### config.mk
export PLATFORM = sky130hd
export DESIGN_NAME = cfg_loader
export DESIGN_NICKNAME = d
export VERILOG_FILES = /design/src/clahe_pkg.sv /design/src/cfg_loader.sv
export SDC_FILE = /design/constraint.sdc
export NUM_CORES = 1
export LEC_CHECK = 0
export ABC_CLOCK_PERIOD_IN_PS = 5240
export BUFFER_PORTS_ARGS = -buffer_cell sky130_fd_sc_hd__buf_2
export CAP_MARGIN = 40
export CORE_UTILIZATION = 43
export CTS_CLUSTER_SIZE = 14
export DETAILED_ROUTE_END_ITERATION = 12
export PLACE_DENSITY = 0.9
export SYNTH_ARGS = -nofsm -noshare
export SYNTH_HDL_FRONTEND = slang
export SYNTH_SLANG_ARGS = --single-unit
### constraint.sdc
create_clock -name clk -period 5.24 [get_ports clk]
set_input_delay 0.786 -clock clk [delete_from_list [all_inputs] [get_ports clk]]
set_output_delay 0.786 -clock clk [all_outputs]
set_load 0.02 [all_outputs]
### src/clahe_pkg.sv
`default_nettype none

package clahe_pkg;

	// ----------------------------------------
	// frame and tile geometry
	// ----------------------------------------
	localparam int FRAME_WIDTH   = 64;
	localparam int FRAME_HEIGHT  = 32;
	localparam int TILES_X       = 4;
	localparam int TILES_Y       = 4;
	localparam int TILE_WIDTH    = FRAME_WIDTH / TILES_X;
	localparam int TILE_HEIGHT   = FRAME_HEIGHT / TILES_Y;

	// in-tile offset to 8-bit weight
	localparam int TILE_X_SHIFT  = 4;
	localparam int TILE_Y_SHIFT  = 5;

	// counter and label widths
	localparam int COL_BITS      = $clog2(FRAME_WIDTH);
	localparam int ROW_BITS      = $clog2(FRAME_HEIGHT);
	localparam int TILE_COL_BITS = $clog2(TILE_WIDTH);
	localparam int TILE_ROW_BITS = $clog2(TILE_HEIGHT);
	localparam int TILE_IDX_BITS = $clog2(TILES_X);

	// ----------------------------------------
	// pixel, table and pipeline
	// ----------------------------------------
	localparam int PIXEL_BITS    = 8;
	localparam int NUM_CHANNELS  = 3;
	localparam int PROD_BITS     = 2 * PIXEL_BITS;
	localparam int LUT_ADDR_BITS = 2 * TILE_IDX_BITS + PIXEL_BITS;
	localparam int PIPE_LATENCY  = 6;

	// table select codes, code 3 writes nothing
	localparam logic [1:0] CHAN_R = 2'd0;
	localparam logic [1:0] CHAN_G = 2'd1;
	localparam logic [1:0] CHAN_B = 2'd2;

	typedef logic [PIXEL_BITS-1:0]    channel_t;
	typedef logic [7:0]               weight_t;
	typedef logic [TILE_IDX_BITS-1:0] tile_idx_t;
	typedef logic [LUT_ADDR_BITS-1:0] lut_addr_t;

	// all of the far neighbour
	localparam weight_t WEIGHT_MAX = 8'd255;

	typedef struct packed {
		logic vsync;
		logic de;
		logic hsync;
	} sync_t;

endpackage

`default_nettype wire

### src/cfg_loader.sv
`default_nettype none

module cfg_loader import clahe_pkg::*; (
	input  wire logic                     clk,
	input  wire logic                     reset_n,
	input  wire logic                     i_cfg_req,
	input  wire logic [1:0]               i_cfg_sel,
	input  wire lut_addr_t                i_cfg_addr,
	input  wire channel_t                 i_cfg_data,
	output logic                          o_cfg_ack,
	output logic [NUM_CHANNELS-1:0]       o_wr_en,
	output lut_addr_t                     o_wr_addr,
	output channel_t                      o_wr_data
);

	typedef enum logic [1:0] {
		ST_IDLE,
		ST_WRITE,
		ST_ACK,
		ST_WAIT_LOW
	} state_t;

	state_t     state;
	state_t     state_next;
	logic [1:0] sel_q;
	logic       wr_phase;

	always_comb begin
		state_next = state;
		case (state)
			ST_IDLE:     if (i_cfg_req) state_next = ST_WRITE;
			ST_WRITE:    state_next = ST_ACK;
			// host may already have dropped req
			ST_ACK:      state_next = i_cfg_req ? ST_WAIT_LOW : ST_IDLE;
			ST_WAIT_LOW: if (!i_cfg_req) state_next = ST_IDLE;
			default:     state_next = ST_IDLE;
		endcase
	end

	always_ff @(posedge clk or negedge reset_n) begin
		if (!reset_n) begin
			state <= ST_IDLE;
		end else begin
			state <= state_next;
		end
	end

	// request fields latched once per handshake
	always_ff @(posedge clk) begin
		if (state == ST_IDLE && i_cfg_req) begin
			sel_q     <= i_cfg_sel;
			o_wr_addr <= i_cfg_addr;
			o_wr_data <= i_cfg_data;
		end
	end

	// ----------------------------------------
	// strobe decode and ack
	// ----------------------------------------
	assign wr_phase         = (state == ST_WRITE);
	assign o_wr_en[CHAN_R]  = wr_phase && (sel_q == CHAN_R);
	assign o_wr_en[CHAN_G]  = wr_phase && (sel_q == CHAN_G);
	assign o_wr_en[CHAN_B]  = wr_phase && (sel_q == CHAN_B);

	assign o_cfg_ack = (state == ST_ACK) || (state == ST_WAIT_LOW);

endmodule

`default_nettype wire

## Word-level counts from Yosys, hierarchy flattened

Index checks and enable logic that the tools add are counted.

| word-level totals | value |
|---|---|
| bits in registers | 24 |
| input bits | 25 |
| output and inout bits | 24 |
| logic and storage cells | 23 |

| operators by class | value |
|---|---|
| equality and inequality tests | 7 |
| reduce and logical (&&, ||, !) cells | 8 |
| mux-type cells | 4 |

Operators with widths:

| operator | count |
|---|---|
| $pmux W2 S4 | 1 |
| $eq A2 B2 Y1 const B | 3 |
| $mux W2 | 3 |
| $eq A2 B1 Y1 const B | 2 |
| $logic_and A1 B1 Y1 | 4 |
| $logic_not A2 Y1 | 2 |
| $ne A2 B2 Y1 const B | 2 |
| $reduce_and A2 Y1 | 1 |
| $logic_or A1 B1 Y1 | 1 |

## Longest topological paths before layout

| logic depth | value |
|---|---|
| word-level depth | 3 |
| depth in mapped cells | 2 |
| mapped depth without buffers | 2 |

## Worst setup path after synthesis

Ideal clock, no wire load.

| timing | value |
|---|---|
| path type | input to register |
| start point | input port i_cfg_req |
| end point | register o_wr_addr[0], enable pin |
| data required time | 4.807 ns |
| buffers on the path | 0 |
| arrival | 2.449 ns |
| slack | 2.357 ns |
| stages | 1 |
| cells stage by stage | nor3b_1 |

| on the way | value |
|---|---|
| word-level cells in the longest chain between the ends | 1 |

RTL lines:

| what | RTL line | source |
|---|---|---|
| from (decl) | cfg_loader.sv:6 | `input wire logic i_cfg_req,` |
| $logic_and A1 B1 Y1 | cfg_loader.sv:50 | `if (state == ST_IDLE && i_cfg_req) begin` |
| to (signal assigned) | cfg_loader.sv:52 | `o_wr_addr <= i_cfg_addr;` |
| to (decl) | cfg_loader.sv:12 | `output lut_addr_t o_wr_addr,` |

No other way between the ends.
A chain may end at the register's enable or synchronous reset.

## Worst setup path after layout

| timing | value |
|---|---|
| start point | register state[1] |
| end point | output port o_wr_en[1] |

| on the way | value |
|---|---|
| word-level cells in the longest chain between the ends | 2 |

RTL lines:

| what | RTL line | source |
|---|---|---|
| from (decl) | cfg_loader.sv:23 | `state_t state;` |
| from (signal assigned) | cfg_loader.sv:44 | `state <= state_next;` |
| $eq A2 B1 Y1 | cfg_loader.sv:60 | `assign wr_phase = (state == ST_WRITE);` |
| $logic_and A1 B1 Y1 | cfg_loader.sv:62 | `assign o_wr_en[CHAN_G] = wr_phase && (sel_q == CHAN_G);` |
| to (decl) | cfg_loader.sv:11 | `output logic [NUM_CHANNELS-1:0] o_wr_en,` |

No other way between the ends.

==> out/qor.yml <==
cts_tree: "yes"
arrival_ns: 1.24
max_freq_mhz: 493.1
top_layer: "met4"
timing.final.ws_setup_ns: 3.212
die_h_um: 44.58
slew_headroom: 0.8218
p_leak_nw: 0.4742
grt_pass1_wl_mm: 1.938
max_stage_delay_ns: 0.43
cts_max_level: 1
synth_cell_types: 9
cp_max_fo: 5
power_density_mw_per_mm2: 356.2
cap_violations: 0
multiInputGateArea_sq_um: 70.07
seq_area_frac_synth: 0.9117
area_delta_synth_final_pct: 40.61
start_util: 0.4564
critPathSlowestCell: "dfrtp_1"
numCtsBuffers: 3
utilization: 0.6418
antenna_found_initial: 0
cp-end-kind: "output port"
placed_cell_area_sq_mm: 0.001060
grt_pass1_vias: 463
dieArea_sq_mm: 0.001987
layout-drive-gt1-share: 0.6706
num_vias: 477
path_buf_inv: 1
via_per_inst: 4.336
path_clk_slew_ns: 0.12
wl_met3_um: 134
syn_nets: 58
nNetsFinal: 111
avgSynthCellArea_sq_um: 23.62
pin_count: 49
worstSetupPathType: "reg2out"
setup-violations-final: 0
numPortBuffers: 48
design_area_sq_mm: 0.001096
clk_latency_ns: 0.31
rows: 15
cp.required_ns: 4.45
ir_drop_mv: 0.2960
drc: 0
overflow: 0
grt_use_total: 0.1486
cts_max_path_buffers: 2
wl_per_cell_um: 12.35
route.met2.wl_um: 646
drt_pass1_iterations: 3
grt_max_degree: 23
status: "finished, final reports clean"
cts_hold_buf: 0
post-cts-setup-buffers: 0
fin_tns_setup_ns: 0
netlist_area_sq_um: 779.5
gp_congestion: 0.6817
fp.coreArea_sq_mm: 0.001708
cts.repair.resized: 0
n_fill_cell: 128
ys_warn_count: 0
place_ws_ns: 3.554
die_w_um: 44.58
wl_met1_um: 532
n_antenna_cell: 0
drtAntennaViolNets: 0
hold_violations: 0
synthesis.instances: 33
skew_ns: 0.001076
final-seq-area_sq_um: 710.7
path_cells: "nand2b_4 > nor3b_2 > buf_2"
final.min_clock_period_ns: 2.028
synth_seq_cells: 24
worst_slew_pin_slew_ns: 0.2672
drt_iter0_drc: 2
start_kind: "register"
cp_top_family: "flip-flops"
dp_hpwl_mm: 1.041
grt_setup_unrepaired: "false"
hold_class: "in2async"
cts-root-buf: "clkbuf_4"
fin_crit_sh: 0.3870
cts_sinks: 24
slew_violations: 0
wl_mm: 1.359
==> per-stage QoR <==
stage	hold WS (ns)	std cells	total power, W
global route	0.2194	110	0.0004032
floorplan	0.4887	33	0.0002757
detailed placement	0.5500	106	0.0003020
global placement	0.5255	106	0.0002997
finish	0.2353	110	0.0003904
CTS	0.2315	110	0.0003917
==> path summary, 6_finish.rpt <==
kind	start	endpoint	slack [ns]	depth (start not counted)
worst min-delay path	reset_n	state[0]$_DFFE_PN0P_	0.24	1
worst max-delay path	state[1]$_DFFE_PN0P_	o_wr_en[1]	3.21	3
min in group clk	state[1]$_DFFE_PN0P_	state[1]$_DFFE_PN0P_	0.57	2
max in group asynchronous	reset_n	state[1]$_DFFE_PN0P_	4.91	1
worst max register to register	state[0]$_DFFE_PN0P_	o_wr_data[4]$_DFFE_PP_	4.01	2
worst min register to register	state[1]$_DFFE_PN0P_	state[1]$_DFFE_PN0P_	0.57	2
==> layout make-up <==
| type | count | share of cell area |
|---|---|---|
| flip-flops and latches | 24 | 0.6484 |
| repair buffers | 49 | 0.2260 |
| multi-input cells | 8 | 0.06393 |
| clock buffers | 4 | 0.03311 |
| well taps | 25 | 0.02854 |
==> registers in the layout (all words and copies together) (netlist names) <==
signal / count
sel_q: 2
o_wr_data: 8
state: 2
o_wr_addr: 12
==> cell usage in the layout, fill, tap and decap left out, drive strengths merged <==
master	netlist	routed
and2	1	1
buf	0	49
clkbuf	1	4
dfrtp	2	2
edfxtp	22	22
nand2	2	2
nand2b	1	1
nor3	1	1
nor3b	3	3
==> routing by layer <==
layer  track usage  up-vias
li1              -      229
met1        0.1727      213
met2        0.2235       31
met3       0.04490        4
met4        0.1273        0
met5             0        -
==> synth_stat cells <==
| cell | number | area, sq um |
|---|---|---|
| and2_1 | 1 | 6.260 |
| clkbuf_1 | 1 | 3.750 |
| dfrtp_1 | 2 | 50.05 |
| edfxtp_1 | 22 | 660.6 |
| nand2_1 | 2 | 7.510 |
| nand2b_4 | 1 | 13.76 |
| nor3_1 | 1 | 5.000 |
| nor3b_1 | 1 | 7.510 |
| nor3b_2 | 2 | 25.02 |
==> logic make-up after synthesis <==
| kind of cell | share of synthesized area |
|---|---|
| buffers and inverters | 0.004811 |
| and+or+nand+nor | 0.08346 |
| DFF | 0.9117 |
==> power breakdown <==
group,leakage [nW],total (W),internal [W],switching (W)
clock,0.0210,0.0000937,0.0000424,0.0000513
combinational,0.224,0.0000601,0.0000224,0.0000377
sequential,0.229,0.000237,0.000230,0.00000691
Note: power is estimated with default switching activity, not from simulation.
