**src/clahe_pkg.sv**
```systemverilog
`default_nettype none

package clahe_pkg;

	// ----------------------------------------
	// frame and tile geometry
	// ----------------------------------------
	localparam int FRAME_WIDTH   = 64;
	localparam int FRAME_HEIGHT  = 32;
	localparam int TILES_X       = 4;
	localparam int TILES_Y       = 4;
	localparam int TILE_WIDTH    = FRAME_WIDTH / TILES_X;
	localparam int TILE_HEIGHT   = FRAME_HEIGHT / TILES_Y;

	// in-tile offset to 8-bit weight
	localparam int TILE_X_SHIFT  = 4;
	localparam int TILE_Y_SHIFT  = 5;

	// counter and label widths
	localparam int COL_BITS      = $clog2(FRAME_WIDTH);
	localparam int ROW_BITS      = $clog2(FRAME_HEIGHT);
	localparam int TILE_COL_BITS = $clog2(TILE_WIDTH);
	localparam int TILE_ROW_BITS = $clog2(TILE_HEIGHT);
	localparam int TILE_IDX_BITS = $clog2(TILES_X);

	// ----------------------------------------
	// pixel, table and pipeline
	// ----------------------------------------
	localparam int PIXEL_BITS    = 8;
	localparam int NUM_CHANNELS  = 3;
	localparam int PROD_BITS     = 2 * PIXEL_BITS;
	localparam int LUT_ADDR_BITS = 2 * TILE_IDX_BITS + PIXEL_BITS;
	localparam int PIPE_LATENCY  = 6;

	// table select codes, code 3 writes nothing
	localparam logic [1:0] CHAN_R = 2'd0;
	localparam logic [1:0] CHAN_G = 2'd1;
	localparam logic [1:0] CHAN_B = 2'd2;

	typedef logic [PIXEL_BITS-1:0]    channel_t;
	typedef logic [7:0]               weight_t;
	typedef logic [TILE_IDX_BITS-1:0] tile_idx_t;
	typedef logic [LUT_ADDR_BITS-1:0] lut_addr_t;

	// all of the far neighbour
	localparam weight_t WEIGHT_MAX = 8'd255;

	typedef struct packed {
		logic vsync;
		logic de;
		logic hsync;
	} sync_t;

endpackage

`default_nettype wire

```
**src/pixel_locator.sv**
```systemverilog
`default_nettype none

module pixel_locator import clahe_pkg::*; (
	input  wire logic  clk,
	input  wire logic  reset_n,
	input  wire sync_t i_sync,
	output tile_idx_t  o_tile_x,
	output tile_idx_t  o_tile_y,
	output weight_t    o_weight_x,
	output weight_t    o_weight_y
);

	logic                vsync_q;
	logic                vsync_prev;
	logic                de_q;
	logic                de_prev;
	logic                vsync_rise;
	logic                de_fall;
	logic [COL_BITS-1:0] col_cnt;
	logic [ROW_BITS-1:0] row_cnt;

	// ----------------------------------------
	// sync capture and edge detect
	// ----------------------------------------
	always_ff @(posedge clk or negedge reset_n) begin
		if (!reset_n) begin
			vsync_q    <= 1'b0;
			vsync_prev <= 1'b0;
			de_q       <= 1'b0;
			de_prev    <= 1'b0;
		end else begin
			vsync_q    <= i_sync.vsync;
			vsync_prev <= vsync_q;
			de_q       <= i_sync.de;
			de_prev    <= de_q;
		end
	end

	assign vsync_rise = vsync_q & ~vsync_prev;
	assign de_fall    = de_prev & ~de_q;

	// counters hold the position of the pixel now in de_q
	always_ff @(posedge clk or negedge reset_n) begin
		if (!reset_n) begin
			row_cnt <= '0;
			col_cnt <= '0;
		end else if (vsync_rise) begin
			row_cnt <= '0;
			col_cnt <= '0;
		end else if (de_fall) begin
			row_cnt <= row_cnt + 1'b1;
			col_cnt <= '0;
		end else if (de_q) begin
			col_cnt <= col_cnt + 1'b1;
		end
	end

	// ----------------------------------------
	// tile labels and in-tile weights
	// ----------------------------------------
	always_ff @(posedge clk or negedge reset_n) begin
		if (!reset_n) begin
			o_tile_x   <= '0;
			o_tile_y   <= '0;
			o_weight_x <= '0;
			o_weight_y <= '0;
		end else begin
			o_tile_x   <= tile_idx_t'(col_cnt >> TILE_COL_BITS);
			o_tile_y   <= tile_idx_t'(row_cnt >> TILE_ROW_BITS);
			// tile sizes are powers of two, offset is the low bits
			o_weight_x <= weight_t'(col_cnt[TILE_COL_BITS-1:0]) << TILE_X_SHIFT;
			o_weight_y <= weight_t'(row_cnt[TILE_ROW_BITS-1:0]) << TILE_Y_SHIFT;
		end
	end

endmodule

`default_nettype wire

```
**config.mk**
```make
export PLATFORM = sky130hd
export DESIGN_NAME = pixel_locator
export DESIGN_NICKNAME = d
export VERILOG_FILES = /design/src/clahe_pkg.sv /design/src/pixel_locator.sv
export SDC_FILE = /design/constraint.sdc
export NUM_CORES = 1
export LEC_CHECK = 0
export BUFFER_PORTS_ARGS = -buffer_cell sky130_fd_sc_hd__buf_2
export CELL_PAD_IN_SITES_DETAIL_PLACEMENT = 0
export CELL_PAD_IN_SITES_GLOBAL_PLACEMENT = 2
export CORE_ASPECT_RATIO = 0.9
export CORE_MARGIN = 1.5
export CORE_UTILIZATION = 35
export DETAILED_ROUTE_END_ITERATION = 16
export PLACE_DENSITY_LB_ADDON = 0.1
export SLEW_MARGIN = 20
export SYNTH_ARGS = -nofsm -noshare
export SYNTH_HDL_FRONTEND = slang
export SYNTH_SLANG_ARGS = --single-unit
export TNS_END_PERCENT = 30
```
**constraint.sdc**
```tcl
create_clock -name clk -period 2.3 [get_ports clk]
set_input_delay 0.115 -clock clk [delete_from_list [all_inputs] [get_ports clk]]
set_output_delay 0.115 -clock clk [all_outputs]
set_load 0.02 [all_outputs]
```
---- Word-level counts from Yosys, hierarchy flattened ----
Index checks and enable logic that the tools add are counted.
storage, ports and cells
  bits in registers ....................... 26
operators by class
  multiplexer cells ....................... 5
  bitwise operators ....................... 4
  reduce and logical (&&, ||, !) cells .... 2
  $add $sub $neg .......................... 2
operators with widths
  operator                                     number
  two-way mux 6 bit                            3
  two-way mux 5 bit                            2
  adder 6 x 1 -> 6 bit, second input constant  1
  adder 5 x 1 -> 5 bit, second input constant  1
  nonzero test 3 bit                           1
  bitwise AND 1 bit                            2
  inverter 1 bit                               2
  nonzero test 2 bit                           1

---- Depth between registers and ports, before layout ----
  depth after elaboration ................. 4
  depth in mapped cells ................... 4
  depth with buffers taken out ............ 4

---- Worst setup path after synthesis ----
No wires, ideal clock.
  path type ............................... register to register
  start point ............................. register de_q
  end point ............................... register row_cnt[4]
  slack ................................... 1.123 ns
  period minus slack after synthesis ...... 1.177 ns
  stages on the path, launching flop included .. 5
  buffers on the path ..................... 1
  required time ........................... 2.223 ns
  arrival time ............................ 1.100 ns
  cells stage by stage .................... dfrtp_1 -> buf_6 -> nand3b_4 -> or3_1 -> a21oi_1
between the ends
  word-level cells in the longest chain between the ends .. 3
ends and longest elaborated chain
  what                                 line                 source
  from (decl)                          pixel_locator.sv:15  logic de_q;
  from (signal assigned)               pixel_locator.sv:34  de_q <= i_sync.de;
  inverter 1 bit                       pixel_locator.sv:40  assign de_fall = de_prev & ~de_q;
  bitwise AND 1 bit                    pixel_locator.sv:40
  nonzero test 2 bit (no source line)  --
  to (signal assigned)                 pixel_locator.sv:51  row_cnt <= row_cnt + 1'b1;
  to (decl)                            pixel_locator.sv:20  logic [ROW_BITS-1:0] row_cnt;
Every way passes these cells.
A chain may end at the register's enable or synchronous reset.

---- Worst setup path in the final report ----
  start point ............................. register de_q
  end point ............................... register col_cnt[5]
between the ends
  word-level cells in the longest chain between the ends .. 4
  elaborated cells on any way between the ends .. 5
ends and longest elaborated chain
  what                  line                 source
  inverter 1 bit        pixel_locator.sv:40
  bitwise AND 1 bit     pixel_locator.sv:40
  two-way mux 6 bit     pixel_locator.sv:50  end else if (de_fall) begin
  two-way mux 6 bit     pixel_locator.sv:47  end else if (vsync_rise) begin
  to (signal assigned)  pixel_locator.sv:54  col_cnt <= col_cnt + 1'b1;
  to (decl)             pixel_locator.sv:19  logic [COL_BITS-1:0] col_cnt;
Several ways; a longest one is shown, not always the timed one.

==> flow_summary.ini <==
[outcome]
status = finished clean

[clock_network]
cts-htree-levels = 1
ctsLongestPathBuffers = 2
clock-sinks = 26
cts_root_buffer = clkbuf_4
cts_tree = done
clk_transition_reported_paths_ps = 140
cts_made_buffers = 3
post_cts_buffers = 0
clk_latency_ps = 310

[worst_setup_path]
path_cells = nand4_2 > or3_1 > a21oi_1
cp.arrival_ps = 1530
crit_family = flip-flops
crit_type = reg -> reg
crit_buf_inv = 0
cp-start-kind = flip-flop
end_kind = flip-flop
cp_slowest_cell = dfrtp_1
worstPathRequired_ps = 2550
slowest_delay_ps = 540
worstPathMaxFanout = 10

[die]
die_w_um = 59.1
die_area_um2 = 3160
die_height_um = 53.5
rows = 18
ios = 25
start_util_pct = 36.4
placeableCoreArea_um2 = 2730

[drt]
route.detailed.drc = 0
via_per_inst = 4.09
wirelength_mm = 1.34
vias = 556
wl_per_cell_um = 9.84
drt-pass1-iter-count = 2
drt_iter0_markers = 3
antenna_left = 0

[placement]
io_buffer_count = 14
place_congestion = 0.690
pre_cts_ws_ps = 1040
dpl_cell_area_um2 = 1060
place_hpwl_um = 935

[global_route]
grt_pass1_vias = 536
antenna_found_initial = 0
grt_overflow = 0
track_usage_pct = 10.7
grt_pass1_wl_mm = 2.43
grt_max_degree = 27

[timing]
hold_viol = 0
skew_ps = 6.54
min_period_over_period_pct = 56.0
rsz0062_at_grt = no
period_needed_ps = 1290
finalSetupViolCount = 0
slew_violations = 0
setup-tns-final_ps = 0
setup_ws_ps = 1010
relSlewSlack_pct = 63.3
clock.fmax_mhz = 777
tightest_slew_ps = 550

[layout]
nNetsFinal = 104
syn2layout_area_growth_pct = 15.5
drive_above_1_share_pct = 20.8
fin_area_um2 = 1150
diodes = 0

[synthesis]
ys_warn_count = 0
syn_area_per_cell_um2 = 12.9
ys_ff_latch = 26
synth_cell_types = 19
syn-instance-count = 77
syn-cell-area_um2 = 992
yosys.area.top_type = dfrtp_1
synthTopCellsByArea = dfrtp_1, buf_4, xor2_1
yosysSeqAreaShare_pct = 65.6
synth_top_area_share_pct = 65.6

[power_and_ir_drop]
leakage_nw = 0.606
vdd_drop_max_mv = 0.289
power_density_nw_per_um2 = 807

[min_path]
hold_class = in -> async

[run]
maxCapViolCount = 0
flip-flops by register name, indices dropped and copies added, names as in the netlist:
| register | cells |
|---|---|
| col_cnt | 6 |
| vsync_q | 1 |
| o_weight_y | 3 |
| de_q | 1 |
| o_tile_x | 2 |
| row_cnt | 5 |
| vsync_prev | 1 |
| o_weight_x | 4 |
| de_prev | 1 |
| o_tile_y | 2 |
layout make-up:
type	count	area (µm²)
fillers	274	1580
flip-flops and latches	26	651
multi-input cells	48	289
repair buffers	17	100
well taps	40	50.0
clock inverters	1	30.0
clock buffers	3	22.5
inverters	1	3.75
final timing paths:
path	slack [ps]	endpoint	start	cells after the start
worst min register to register	390	vsync_prev	vsync_q	0
worst max-delay path	1010	col_cnt[5]	de_q	3
min in group clk	390	vsync_prev	vsync_q	0
worst max register to register	1010	col_cnt[5]	de_q	3
max in group asynchronous	1630	vsync_q	reset_n	2
worst min-delay path	310	o_weight_x[4]	reset_n	2
timing repair:
| item | in CTS | in global routing |
|---|---|---|
| gates resized for setup | 0 | 0 |
| hold buffers | 3 | 0 |
| endpoints found under the hold margin | 28 | 0 |
power by group:
| group | internal, mW | total, mW | switching, mW | leakage (nW) |
|---|---|---|---|---|
| Combinational | 0.0346 | 0.100 | 0.0655 | 0.232 |
| Sequential | 0.490 | 0.516 | 0.0252 | 0.345 |
| Clock | 0.176 | 0.309 | 0.133 | 0.0279 |
| Total | 0.701 | 0.925 | 0.224 | 0.606 |
worst register-to-register path, stage by stage (launching register included):
cell and delay, ps:
dfrtp_1 540, nand4_2 180, or3_1 370, a21oi_1 140
through the flow:
step	utilization, %	hold WS (ps)	power, mW	instances
after global routing	42.1	357	0.974	136
after floorplan	-	-181	0.602	85
after global placement	39.0	138	0.624	129
after detailed placement	39.0	147	0.624	129
after CTS	42.1	319	0.944	136
final	42.1	309	0.925	136
routing by layer:
metal | up-vias | global-route usage [%] | share of wire, %
met2 | 16 | 16.1 | 44
met1 | 267 | 14.4 | 50
met3 | 2 | 2.20 | 4.6
met4 | 0 | 5.68 | 1.1
li1 | 271 | - | -
met5 | - | 0 | 0
cells in the mapped netlist:
cell	instances
dfrtp_1	26
nor2_1	10
buf_4	9
xor2_1	5
nand2_1	4
o21ai_0	4
a21oi_1	3
or3_1	3
ha_1	2
mux2i_1	2
a22oi_1	1
buf_6	1
conb_1	1
inv_1	1
nand2b_1	1
nand3b_1	1
nand3b_4	1
nand4_1	1
nand4_2	1
layout by cell type, fill, tap and decap left out:
cell	synthesis	routed
a22oi_1	1	1
mux2i_1	2	2
o21ai_0	4	4
nor2_1	10	10
xor2_1	5	5
nand2_1	4	4
dfrtp_1	26	26
nand4_1	1	1
inv_1	1	1
buf_2	0	14
nand2b_1	1	1
bufinv_16	0	1
nand3b_4	1	1
nand3b_1	1	1
nand4_2	1	1
clkbuf_4	0	3
ha_1	2	2
or3_1	3	3
a21oi_1	3	3
conb_1	1	9
dlygate4sd3_1	0	3
cell families after synthesis:
group	after synthesis	synth area share, %
AND/OR/NAND/NOR	22	12.5
adder cells (fa/ha/maj)	2	2.52
AO/OA/AOI/OAI	8	4.29
buffers and inverters	11	8.32
flip-flops	26	65.6
multiplexers	2	2.02
other	1	0.378
XOR/XNOR	5	4.41
No activity file was read; power rests on OpenSTA's default activity.
