===== src/clahe_pkg.sv =====
`default_nettype none

package clahe_pkg;

	// ----------------------------------------
	// frame and tile geometry
	// ----------------------------------------
	localparam int FRAME_WIDTH   = 64;
	localparam int FRAME_HEIGHT  = 32;
	localparam int TILES_X       = 4;
	localparam int TILES_Y       = 4;
	localparam int TILE_WIDTH    = FRAME_WIDTH / TILES_X;
	localparam int TILE_HEIGHT   = FRAME_HEIGHT / TILES_Y;

	// in-tile offset to 8-bit weight
	localparam int TILE_X_SHIFT  = 4;
	localparam int TILE_Y_SHIFT  = 5;

	// counter and label widths
	localparam int COL_BITS      = $clog2(FRAME_WIDTH);
	localparam int ROW_BITS      = $clog2(FRAME_HEIGHT);
	localparam int TILE_COL_BITS = $clog2(TILE_WIDTH);
	localparam int TILE_ROW_BITS = $clog2(TILE_HEIGHT);
	localparam int TILE_IDX_BITS = $clog2(TILES_X);

	// ----------------------------------------
	// pixel, table and pipeline
	// ----------------------------------------
	localparam int PIXEL_BITS    = 8;
	localparam int NUM_CHANNELS  = 3;
	localparam int PROD_BITS     = 2 * PIXEL_BITS;
	localparam int LUT_ADDR_BITS = 2 * TILE_IDX_BITS + PIXEL_BITS;
	localparam int PIPE_LATENCY  = 6;

	// table select codes, code 3 writes nothing
	localparam logic [1:0] CHAN_R = 2'd0;
	localparam logic [1:0] CHAN_G = 2'd1;
	localparam logic [1:0] CHAN_B = 2'd2;

	typedef logic [PIXEL_BITS-1:0]    channel_t;
	typedef logic [7:0]               weight_t;
	typedef logic [TILE_IDX_BITS-1:0] tile_idx_t;
	typedef logic [LUT_ADDR_BITS-1:0] lut_addr_t;

	// all of the far neighbour
	localparam weight_t WEIGHT_MAX = 8'd255;

	typedef struct packed {
		logic vsync;
		logic de;
		logic hsync;
	} sync_t;

endpackage

`default_nettype wire


===== src/bilinear_blend.sv =====
`default_nettype none

module bilinear_blend import clahe_pkg::*; (
	input  wire logic     clk,
	input  wire logic     reset_n,
	input  wire channel_t i_m,
	input  wire channel_t i_r,
	input  wire channel_t i_u,
	input  wire channel_t i_o,
	input  wire weight_t  i_weight_x,
	input  wire weight_t  i_weight_y,
	output channel_t      o_value
);

	weight_t              inv_wy;
	weight_t              inv_wx;
	logic [PROD_BITS-1:0] sum_a;
	logic [PROD_BITS-1:0] sum_b;
	logic [PROD_BITS-1:0] sum_out;
	channel_t             a_q;
	channel_t             b_q;
	weight_t              wx_q;
	logic [PROD_BITS-1:0] prod_a_q;
	logic [PROD_BITS-1:0] prod_b_q;

	// ----------------------------------------
	// vertical pass
	// ----------------------------------------
	assign inv_wy = WEIGHT_MAX - i_weight_y;
	// weights sum to 255, so the sum fits in 16 bits
	assign sum_a  = PROD_BITS'(i_m) * inv_wy + PROD_BITS'(i_u) * i_weight_y;
	assign sum_b  = PROD_BITS'(i_r) * inv_wy + PROD_BITS'(i_o) * i_weight_y;

	always_ff @(posedge clk or negedge reset_n) begin
		if (!reset_n) begin
			a_q  <= '0;
			b_q  <= '0;
			wx_q <= '0;
		end else begin
			a_q  <= sum_a[PROD_BITS-1:PIXEL_BITS];
			b_q  <= sum_b[PROD_BITS-1:PIXEL_BITS];
			// x weight follows the vertical result
			wx_q <= i_weight_x;
		end
	end

	// ----------------------------------------
	// horizontal pass
	// ----------------------------------------
	assign inv_wx = WEIGHT_MAX - wx_q;

	always_ff @(posedge clk or negedge reset_n) begin
		if (!reset_n) begin
			prod_a_q <= '0;
			prod_b_q <= '0;
		end else begin
			prod_a_q <= PROD_BITS'(a_q) * inv_wx;
			prod_b_q <= PROD_BITS'(b_q) * wx_q;
		end
	end

	// truncated sum, registered at the top level
	assign sum_out = prod_a_q + prod_b_q;
	assign o_value = sum_out[PROD_BITS-1:PIXEL_BITS];

endmodule

`default_nettype wire


===== config.mk =====
export PLATFORM = sky130hd
export DESIGN_NAME = bilinear_blend
export DESIGN_NICKNAME = d
export VERILOG_FILES = /design/src/clahe_pkg.sv /design/src/bilinear_blend.sv
export SDC_FILE = /design/constraint.sdc
export NUM_CORES = 1
export LEC_CHECK = 0
export ABC_AREA = 1
export BUFFER_PORTS_ARGS = -buffer_cell sky130_fd_sc_hd__buf_4
export CORE_MARGIN = 1
export CORE_UTILIZATION = 55
export DETAILED_ROUTE_END_ITERATION = 8
export HOLD_SLACK_MARGIN = 0.06
export PLACE_DENSITY = 0.72
export SLEW_MARGIN = 20
export SYNTH_ARGS = -nofsm -noshare
export SYNTH_HDL_FRONTEND = slang
export SYNTH_SLANG_ARGS = --single-unit

===== constraint.sdc =====
create_clock -name clk -period 11.3 [get_ports clk]
set_clock_uncertainty 0.05 [all_clocks]
set_input_delay 0 -clock clk [delete_from_list [all_inputs] [get_ports clk]]
set_output_delay 0 -clock clk [all_outputs]
set_load 0.005 [all_outputs]

======== Yosys cells after proc, flatten, opt, wreduce, memory -nomap -nowiden ========
Index checks and enable logic that the tools add are counted.
operators by class
  add/subtract/negate cells ............... 5
  $mul .................................... 6
operators with widths
  cell                 count
  $mul 8x8->16         6
  $add 16x16->16       3
  $sub 8x8->8 const A  2
word-level totals
  word-level logic and storage cells ...... 16
  output and inout bits ................... 8
  flip-flop bits (word level) ............. 56

======== Depth between registers and ports, before layout ========
Gate-level depths: netlist (run 1).
  depth after elaboration ................. 3
  depth in mapped cells ................... 26
  mapped depth without buffers ............ 24

======== Worst setup path after synthesis (run 1) ========
Ideal clock, no wire load.
  kind .................................... input port to flip-flop
  start ................................... input i_weight_y[4]
  end ..................................... register b_q[7]
  arrival time ............................ 4.472 ns
  path slack .............................. 6.661 ns
  setup time .............................. 0.116 ns
  stages .................................. 23
  cell sequence ........................... buf_2 > buf_1 > nor2_1 > fa_1 > inv_1 > fa_1 > inv_1 > fa_1 > fa_1 > fa_1 > inv_1 > fa_1 > inv_1 > ha_1 > nand2_1 > nor2_1 > nand2_1 > inv_1 > nand2_1 > inv_1 > nor2_1 > nand2_1 > nand2_1
between the ends
  longest elaborated chain between the ends .. 3
ends and longest elaborated chain
  element               line                  RTL
  from (decl)           bilinear_blend.sv:11  input wire weight_t i_weight_y,
  $sub 8x8->8           bilinear_blend.sv:29  assign inv_wy = WEIGHT_MAX - i_weight_y;
  $mul 8x8->16          bilinear_blend.sv:32  assign sum_b = PROD_BITS'(i_r) * inv_wy + PROD_BITS'(i_o) * i_weight_y;
  $add 16x16->16 (*)    bilinear_blend.sv:32
  named net sum_b[15]   bilinear_blend.sv:18  logic [PROD_BITS-1:0] sum_b;
  to (signal assigned)  bilinear_blend.sv:41  b_q <= sum_b[PROD_BITS-1:PIXEL_BITS];
  to (decl)             bilinear_blend.sv:21  channel_t b_q;
Mark *: on every way through the listed nets, which the timed path passes. The rest lies on a longest branch.

======== Worst setup path in the final report (run 1) ========
  start ................................... input i_weight_y[3]
  end ..................................... register b_q[2]
The elaborated chain is that of the path after synthesis.

==> flow_metrics.env, run 1 <==
export IMPL_status="finished, final reports clean"
export IMPL_post_dp_hpwl_mm=29.92
export IMPL_crit_reg2reg_capture="prod_a_q[8]"
export IMPL_mostFrequentLayoutCells="inv_1 (634), nand2_1 (539), fa_1 (262)"
export IMPL_critical_path_startpoint_type="input pin"
export IMPL_r2r_start="wx_q[3]"
export IMPL_timing_slew_headroom=0.5265
export IMPL_buffers_from_clock_root_to_sink_at_most=2
export IMPL_cts_max_level=2
export IMPL_synth_ff_type="dfrtp_1"
export IMPL_global_route_usage_total=0.2584
export IMPL_syn_num_nets=2620
export IMPL_insertedDiodeCount=0
export IMPL_synth_enable_flop_cells=0
export IMPL_postRouteWirelength_mm=34.91
export IMPL_cts_tree="built"
export IMPL_dieArea_mm2=0.02910
export IMPL_gr_total_overflow=0
export IMPL_io_buffer_count=57
export IMPL_cp_cell_sequence="buf_4 > clkinv_1 > nand2_1 > fa_1 > fa_1 > fa_1 > inv_1 > fa_1 > fa_1 > inv_1 > fa_1 > inv_1 > ha_1 > a21oi_1 > nand2_1 > a21oi_1 > xnor2_1"
export IMPL_synth_seq_area_share=0.08964
export IMPL_ios=58
export IMPL_antenna_left=0
export IMPL_hold_ws_ps=235.4
export IMPL_synthToLayoutAreaGrowth_pct=5.970
export IMPL_num_vias=12368
export IMPL_final_period_utilization=0.4388
export IMPL_post_cts_resized_instances=0
export IMPL_placed_cells=2484
export IMPL_finalWorstPathRequiredPeriod_ps=4958
export IMPL_antenna_violations_before_repair=0
export IMPL_rr_worst_depth=14
export IMPL_drc=0
export IMPL_clkTransAtPathRegs_ps=80
export IMPL_grt_pass1_wl_mm=59.54
export IMPL_synth_ff_latch_count=56
export IMPL_fin_cells=2501
export IMPL_timing_max_transition_violations_final=0
export IMPL_horiz_die_dim_um=170.6
export IMPL_final_common_cell="inv_1"
export IMPL_r2r_slack_ps=7150
export IMPL_via_count_of_the_first_global_routing_pass=12901
export IMPL_timing_max_cap_violations=0
export IMPL_clk_insertion_delay_late_ps=310
export IMPL_holdCritPathClass="in -> async"
export IMPL_synth_distinct_cells=29
export IMPL_pin_count_of_the_biggest_net_entering_global_routing=57
export IMPL_layout_drive_gt1_share=0.03439
export IMPL_maxClockFrequency_ghz=0.2017
export IMPL_drt_first_iter_violations=700
export IMPL_worst_path_max_delay_cell="fa_1"
export IMPL_initial_standard_cell_utilization_of_the_core=0.5612
export IMPL_detail_route_vias_per_cell=4.945
export IMPL_critical_path_top_cell_by_count="fa_1"
export IMPL_finalSetupViolCount=0
export IMPL_tns_ps=0
export IMPL_postCtsSetupRepairBufs=0
export IMPL_numCtsBuffers=5
export IMPL_grt_setup_unrepaired="false"
export IMPL_drt_first_pass_iters=5
export IMPL_finish_net_count=2640
export IMPL_required_ps=11450
export IMPL_cp_slowest_stage_delay_ps=540
export IMPL_route_detailed_wl_per_inst_um=13.96
export IMPL_timing_final_hold_violations=0
export IMPL_core_rowCount=61
export IMPL_post_synth_inst_count=2102
export IMPL_dieHeight_um=170.6
export IMPL_mappedNetlistArea_mm2=0.01563
export IMPL_number_of_sinks_handled_by_clock_tree_synthesis=56
export IMPL_worst_slew_pin_slew_ps=710.2
export IMPL_avgSynthCellArea_um2=7.438
export IMPL_critical_path_arrival_ps=5110
export IMPL_yosys_warnings=0
export IMPL_design_core_area_mm2=0.02786
export IMPL_critical_path_class="in -> reg"
export IMPL_share_of_flip_flops_with_an_asynchronous_set_or_reset=1.000
export IMPL_cts_hold_fix_buffers=9
export IMPL_end_kind="register"
export IMPL_globalplace_congestion=0.9139
export IMPL_ctsRootBufferMaster="clkbuf_16"
export IMPL_path_max_fanout=23
-- cell families after synthesis --
logic type      synth area share
compound gates           0.02609
xor+xnor                 0.02017
fa+ha+maj                 0.5004
buf+inv                   0.1663
flops                    0.08964
simple gates              0.1974
-- Yosys cell counts (all sizes together) (4+ instances only) --
cell	count	area [µm²]
nand2	540	2029
xnor2	23	201.4
o21ai	8	47.55
clkbuf	38	145.1
fa	262	5245
nand3b	5	37.54
inv	634	2380
o21bai	13	97.59
nor3	4	25.02
a21oi	46	234.0
ha	206	2577
buf	15	71.32
dfrtp	56	1401
nor2	169	639.4
xor2	13	113.9
nand3	45	230.2
nand4	18	112.6
-- layer usage --
| metal | track usage | routed length (µm) | up-vias |
|---|---|---|---|
| met5 | 0 | 0 | - |
| met3 | 0.02082 | 1453 | 65 |
| met2 | 0.4896 | 18010 | 322 |
| met4 | 0.06972 | 851 | 0 |
| li1 | - | - | 6046 |
| met1 | 0.3122 | 14590 | 5935 |
-- stage by stage --
step           utilization  area [µm²]  worst slack (ps)
2_1_floorplan            -       15630              6661
3_3_place_gp        0.5858       16320              6282
3_5_place_dp        0.5858       16320              6126
4_1_cts             0.5947       16570              6448
5_1_grt             0.5947       16570              6166
6_report            0.5947       16570              6342
-- critical path, delay by kind of cell --
family / cells / cell delay, ps
adder cells (fa/ha/maj): 7 / 3260
buffers and inverters: 5 / 890
AO/OA/AOI/OAI: 2 / 430
XOR/XNOR: 1 / 190
AND/OR/NAND/NOR: 2 / 310
-- sequential cells by signal (all words and copies together), names as in the netlist --
signal and cells:
prod_a_q 16, prod_b_q 16, a_q 8, b_q 8, wx_q 8
-- area by class of cell --
class | count | area (µm²)
multi-input combinational | 1358 | 11630
fill | 2613 | 11290
inverter | 635 | 2384
sequential | 56 | 1401
timing repair buffer | 66 | 518.0
tap | 378 | 473.0
clock buffer | 5 | 125.1
clock inverter | 3 | 33.78
-- worst max-delay path by stage --
stage,to,from,slack [ps]
2_1_floorplan,b_q[7],i_weight_y[4],6660
3_3_place_gp,b_q[2],i_weight_y[3],6280
3_5_place_dp,b_q[2],i_weight_y[3],6130
4_1_cts,b_q[2],i_weight_y[3],6450
5_1_grt,b_q[2],i_weight_y[3],6170
6_report,b_q[2],i_weight_y[3],6340
Power of run 1 is not shown: default switching activity piles up to over one toggle a cycle in this logic, so the estimate is an artifact.
==> run 2: changes to the inputs <==
Clock period 11.3 ns to 5.17 ns, I/O delays scaled along.
==> flow_metrics.env, run 2 (synthesized netlist as in run 1, its figures left out) <==
export IMPL_grt_pass1_wl_mm=61.84
export IMPL_grt_setup_unrepaired="false"
export IMPL_finalSetupViolCount=0
export IMPL_antenna_left=0
export IMPL_numCtsBuffers=5
export IMPL_antenna_violations_before_repair=0
export IMPL_post_dp_hpwl_mm=30.67
export IMPL_family_with_the_most_delay_on_the_worst_path="adder cells"
export IMPL_initial_standard_cell_utilization_of_the_core=0.5612
export IMPL_multiInputGateArea_mm2=0.01163
export IMPL_timing_max_transition_violations_final=0
export IMPL_timing_final_hold_violations=0
export IMPL_end_kind="register"
export IMPL_gr_total_overflow=0
export IMPL_critical_path_class="in -> reg"
export IMPL_timing_slew_headroom=0.5102
export IMPL_critical_path_startpoint_type="input pin"
export IMPL_globalplace_congestion=0.9320
export IMPL_cp_bufs_invs=5
export IMPL_path_max_fanout=25
export IMPL_clkTransAtPathRegs_ps=80
export IMPL_detail_route_vias_per_cell=4.988
export IMPL_place_worst_setup_slack_ps=274.9
export IMPL_final_period_utilization=0.8887
export IMPL_mostFrequentLayoutCells="inv_1 (634), nand2_1 (539), fa_1 (262)"
export IMPL_finalWorstSetupSlack_ps=575.4
export IMPL_synthToLayoutAreaGrowth_pct=6.163
export IMPL_cts_max_level=2
export IMPL_holdCritPathClass="in -> async"
export IMPL_cp_slowest_stage_delay_ps=540
export IMPL_pin_count_of_the_biggest_net_entering_global_routing=57
export IMPL_dieHeight_um=170.6
export IMPL_critical_path_top_cell_by_count="fa_1"
export IMPL_layout_drive_gt1_share=0.03665
export IMPL_post_cts_resized_instances=0
export IMPL_final_common_cell="inv_1"
export IMPL_postRouteWirelength_mm=35.74
export IMPL_final_core_util=0.5958
export IMPL_dieArea_mm2=0.02910
export IMPL_worst_slew_pin_slew_ps=734.6
export IMPL_finish_instance_area_mm2=0.01660
export IMPL_number_of_sinks_handled_by_clock_tree_synthesis=56
export IMPL_required_ps=5330
export IMPL_status="finished, final reports clean"
export IMPL_cp_cell_sequence="buf_4 > inv_1 > nand2_1 > fa_1 > fa_1 > inv_1 > fa_1 > fa_1 > fa_1 > inv_1 > fa_1 > inv_1 > ha_1 > a21oi_1 > nand2_1 > a21oi_1 > xnor2_1"
export IMPL_horiz_die_dim_um=170.6
export IMPL_global_route_usage_total=0.2681
export IMPL_biggestRegsByFlops="prod_a_q: 16 flops, prod_b_q: 16 flops"
export IMPL_register_area_mm2=0.001401
export IMPL_placed_cell_area_mm2=0.01636
export IMPL_worst_path_max_delay_cell="fa_1"
export IMPL_core_rowCount=61
export IMPL_design_core_area_mm2=0.02786
export IMPL_postCtsSetupRepairBufs=0
export IMPL_drc=0
export IMPL_buffers_from_clock_root_to_sink_at_most=2
export IMPL_drt_first_pass_iters=5
export IMPL_insertedDiodeCount=0
export IMPL_num_vias=12501
export IMPL_ios=58
export IMPL_clk_insertion_delay_late_ps=300
export IMPL_maxClockFrequency_ghz=0.2176
export IMPL_cts_tree="built"
export IMPL_via_count_of_the_first_global_routing_pass=13480
export IMPL_tns_ps=0
export IMPL_ctsRootBufferMaster="clkbuf_16"
export IMPL_finish_net_count=2645
export IMPL_route_detailed_wl_per_inst_um=14.26
export IMPL_drt_first_iter_violations=697
export IMPL_finalWorstPathRequiredPeriod_ps=4595
export IMPL_timing_max_cap_violations=0
export IMPL_fill_cells=2595
export IMPL_io_buffer_count=57
export IMPL_critical_path_arrival_ps=4750
[run 2: cell types whose count changed in the layout (fill, tap and decap cells not counted), sizes merged]
| cell | before | now |
|---|---|---|
| clkinv | 3 | 1 |
| clkinvlp | 0 | 2 |
| buf | 57 | 62 |
[run 2: metal layers]
metal,track usage,part of all wire,vias up
li1,-,-,6059
met4,0.07834,0.027,0
met2,0.5029,0.51,372
met5,0,0,-
met3,0.02568,0.056,71
met1,0.3233,0.40,5999
[run 2: area by class of cell]
class,count,area share
Clock buffer,5,0.007539
Tap cell,378,0.02850
Timing Repair Buffer,71,0.03347
Multi-Input combinational cell,1358,0.7009
Clock inverter,3,0.001583
Inverter,635,0.1436
Sequential cell,56,0.08443
[run 2: worst paths after layout]
check | from | end | slack [ps] | depth (start not counted)
setup reg to reg | wx_q[4] | prod_a_q[11] | 1030 | 14
hold / removal | reset_n | prod_b_q[13] | 240 | 2
max in group asynchronous | reset_n | a_q[3] | 4330 | 2
min in group clk | i_weight_x[6] | wx_q[6] | 290 | 2
hold reg to reg | b_q[0] | prod_b_q[0] | 640 | 2
setup / recovery | i_weight_y[7] | b_q[2] | 580 | 17
[run 2: metrics by stage]
stage | instances | hold slack [ps]
floorplan | 2102 | -345.6
global placement | 2489 | 53.96
detailed placement | 2489 | 50.30
CTS | 2506 | 271.5
global route | 2506 | 292.9
finish | 2506 | 241.7
[run 2: what timing repair did]
| action | CTS | global route |
|---|---|---|
| endpoints found under the hold margin | 64 | 0 |
| setup endpoints to repair | 0 | 0 |
| hold buffers | 9 | 0 |
Power of run 2 is left out for the same reason.
==> run 3: changes to the inputs <==
Settings changed: ABC_AREA 1 to not set, CORE_ASPECT_RATIO set to 1.5.
==> flow_metrics.env, run 3 <==
export IMPL_status="finished, final reports clean"
export IMPL_required_ps=5300
export IMPL_pin_count_of_the_biggest_net_entering_global_routing=57
export IMPL_postRouteWirelength_mm=29.91
export IMPL_holdCritPathClass="in -> async"
export IMPL_synth_top_area_share=0.3656
export IMPL_detail_route_vias_per_cell=5.191
export IMPL_finalWorstPathRequiredPeriod_ps=4891
export IMPL_cts_max_level=2
export IMPL_critical_path_startpoint_type="input pin"
export IMPL_post_synth_top_area_cell="fa_1"
export IMPL_post_synth_most_frequent_cells="inv_1 (364), fa_1 (262), ha_1 (206)"
export IMPL_routed_top_layer="met4"
export IMPL_yosys_warnings=0
export IMPL_drt_first_iter_violations=274
export IMPL_timing_final_hold_violations=0
export IMPL_gr_total_overflow=0
export IMPL_cp_cell_sequence="buf_4 > and2_1 > fa_1 > inv_1 > fa_1 > inv_1 > fa_1 > fa_1 > fa_1 > inv_1 > fa_1 > inv_1 > ha_1 > o21a_1 > nor2_1 > o31ai_2 > o31a_1 > and4_1 > or3_1"
export IMPL_post_synth_inst_count=1506
export IMPL_critical_path_class="in -> reg"
export IMPL_biggestRegsByFlops="prod_a_q: 16 flops, prod_b_q: 16 flops"
export IMPL_number_of_sinks_handled_by_clock_tree_synthesis=56
export IMPL_detail_route_wirelength_met1_mm=11.14
export IMPL_path_max_fanout=8
export IMPL_synth_enable_flop_cells=0
export IMPL_fill_cells=2246
export IMPL_num_vias=9914
export IMPL_global_route_usage_total=0.2444
export IMPL_critical_path_top_cell_by_count="fa_1"
export IMPL_synth_seq_area_share=0.09767
export IMPL_worst_slew_pin_slew_ps=712.5
export IMPL_timing_max_cap_violations=0
export IMPL_final_period_utilization=0.9460
export IMPL_dieHeight_um=199.8
export IMPL_mostFrequentLayoutCells="inv_1 (364), fa_1 (262), ha_1 (206)"
export IMPL_route_detailed_wl_per_inst_um=15.66
export IMPL_cts_tree="built"
export IMPL_layout_drive_gt1_share=0.06531
export IMPL_ios=58
export IMPL_synth_ff_latch_count=56
export IMPL_end_kind="register"
export IMPL_antenna_violations_before_repair=0
export IMPL_antenna_left=0
export IMPL_post_cts_resized_instances=0
export IMPL_met3_wirelength_um=712
export IMPL_placed_cells=1893
export IMPL_synth_most_common_cell="inv_1"
export IMPL_family_with_the_most_delay_on_the_worst_path="adder cells"
export IMPL_initial_standard_cell_utilization_of_the_core=0.5588
export IMPL_design_core_area_mm2=0.02567
export IMPL_insertedDiodeCount=0
export IMPL_finalSetupViolCount=0
export IMPL_buffers_from_clock_root_to_sink_at_most=2
export IMPL_clkTransAtPathRegs_ps=70
export IMPL_horiz_die_dim_um=133.9
export IMPL_syn_num_nets=2024
export IMPL_core_rowCount=72
export IMPL_ctsRootBufferMaster="clkbuf_16"
export IMPL_critical_path_arrival_ps=5020
export IMPL_avgSynthCellArea_um2=9.527
export IMPL_postCtsSetupRepairBufs=0
export IMPL_globalplace_congestion=0.8969
export IMPL_synthToLayoutAreaGrowth_pct=8.494
export IMPL_cts_hold_fix_buffers=9
export IMPL_multiInputGateArea_mm2=0.01146
export IMPL_synth_distinct_cells=45
export IMPL_clk_insertion_delay_late_ps=300
export IMPL_drt_first_pass_iters=4
export IMPL_maxClockFrequency_ghz=0.2045
export IMPL_detailroute_wirelength_met2_mm=17.12
export IMPL_cp_slowest_stage_delay_ps=540
export IMPL_io_buffer_count=57
export IMPL_grt_setup_unrepaired="false"
export IMPL_area_contributors_post_synth="fa_1 (37%), ha_1 (18%), dfrtp_1 (9.8%)"
export IMPL_dieArea_mm2=0.02675
export IMPL_register_area_mm2=0.001401
export IMPL_mappedNetlistArea_mm2=0.01435
export IMPL_finish_net_count=2094
export IMPL_timing_max_transition_violations_final=0
export IMPL_worst_path_max_delay_cell="fa_1"
export IMPL_fin_cells=1910
export IMPL_grt_pass1_wl_mm=51.31
export IMPL_share_of_flip_flops_with_an_asynchronous_set_or_reset=1.000
export IMPL_final_common_cell="inv_1"
export IMPL_post_dp_hpwl_mm=26.11
export IMPL_via_count_of_the_first_global_routing_pass=11087
export IMPL_cp_bufs_invs=5
export IMPL_timing_slew_headroom=0.5250
export IMPL_drc=0
export IMPL_synth_ff_type="dfrtp_1"
export IMPL_numCtsBuffers=5
-- run 3: changes by cell type after synthesis, moves of 15 or more --
cell,delta
nand2b_1,+87
nor2_1,-145
inv_1,-270
a21oi_1,-19
and2_1,+127
nand2_1,-468
nand4_1,-15
xnor2_1,+17
nor2b_1,+112
nand3_1,-39
-- run 3: kinds of logic (layout without fill, tap and decap cells) --
family	Yosys count	after routing	share of synthesized area
xor gates and xnor gates	52	52	0.03174
DFF	56	56	0.09767
adders and majority gates	468	468	0.5452
and+or+nand+nor	450	450	0.1794
AOI/OAI and AO/OA	84	84	0.04238
buffers and inverters	396	467	0.1036
-- run 3: stage by stage --
stage          setup TNS, ps  setup WS [ps]  hold WS [ps]  utilization  area (µm²)
2_1_floorplan              0          35.70        -345.6            -       14350
3_3_place_gp               0          34.00         24.17       0.5968       15320
3_5_place_dp          -38.93         -34.64         29.37       0.5968       15320
4_1_cts                    0          273.1         256.9       0.6063       15570
5_1_grt                    0          55.10         301.6       0.6063       15570
6_report                   0          279.0         224.5       0.6063       15570
-- run 3: worst register-to-register path, delay by kind of cell (launching register included) --
kind,cells,cell delay [ps]
compound gates,4,730
fa+ha+maj,5,2370
xor+xnor,1,190
flops,1,640
buf+inv,1,50
simple gates,2,650
-- run 3: area by class of cell --
type / instances / area share
tap: 333 / 0.02677
clock buffer: 5 / 0.008038
clock inverter: 3 / 0.001768
multi-input combinational: 1054 / 0.7362
timing repair buffer: 94 / 0.04919
inverter: 365 / 0.08802
sequential: 56 / 0.09002
-- run 3: layer usage --
layer / up-vias / GRT usage
met5: - / 0
met2: 190 / 0.4932
met4: 0 / 0.08544
met1: 5036 / 0.2661
met3: 57 / 0.01313
li1: 4631 / -
-- run 3: final timing paths --
check                         startpoint  slack (ps)           end  cells past startpoint
max reg2reg                      wx_q[2]         420  prod_a_q[15]                     13
max                        i_weight_y[2]         280        b_q[7]                     19
min                              reset_n         220       wx_q[7]                      2
min reg2reg                       a_q[0]         640   prod_a_q[0]                      1
max in group asynchronous        reset_n        4340   prod_b_q[7]                      2
min in group clk           i_weight_x[6]         300       wx_q[6]                      2
Power of run 3 is left out for the same reason.
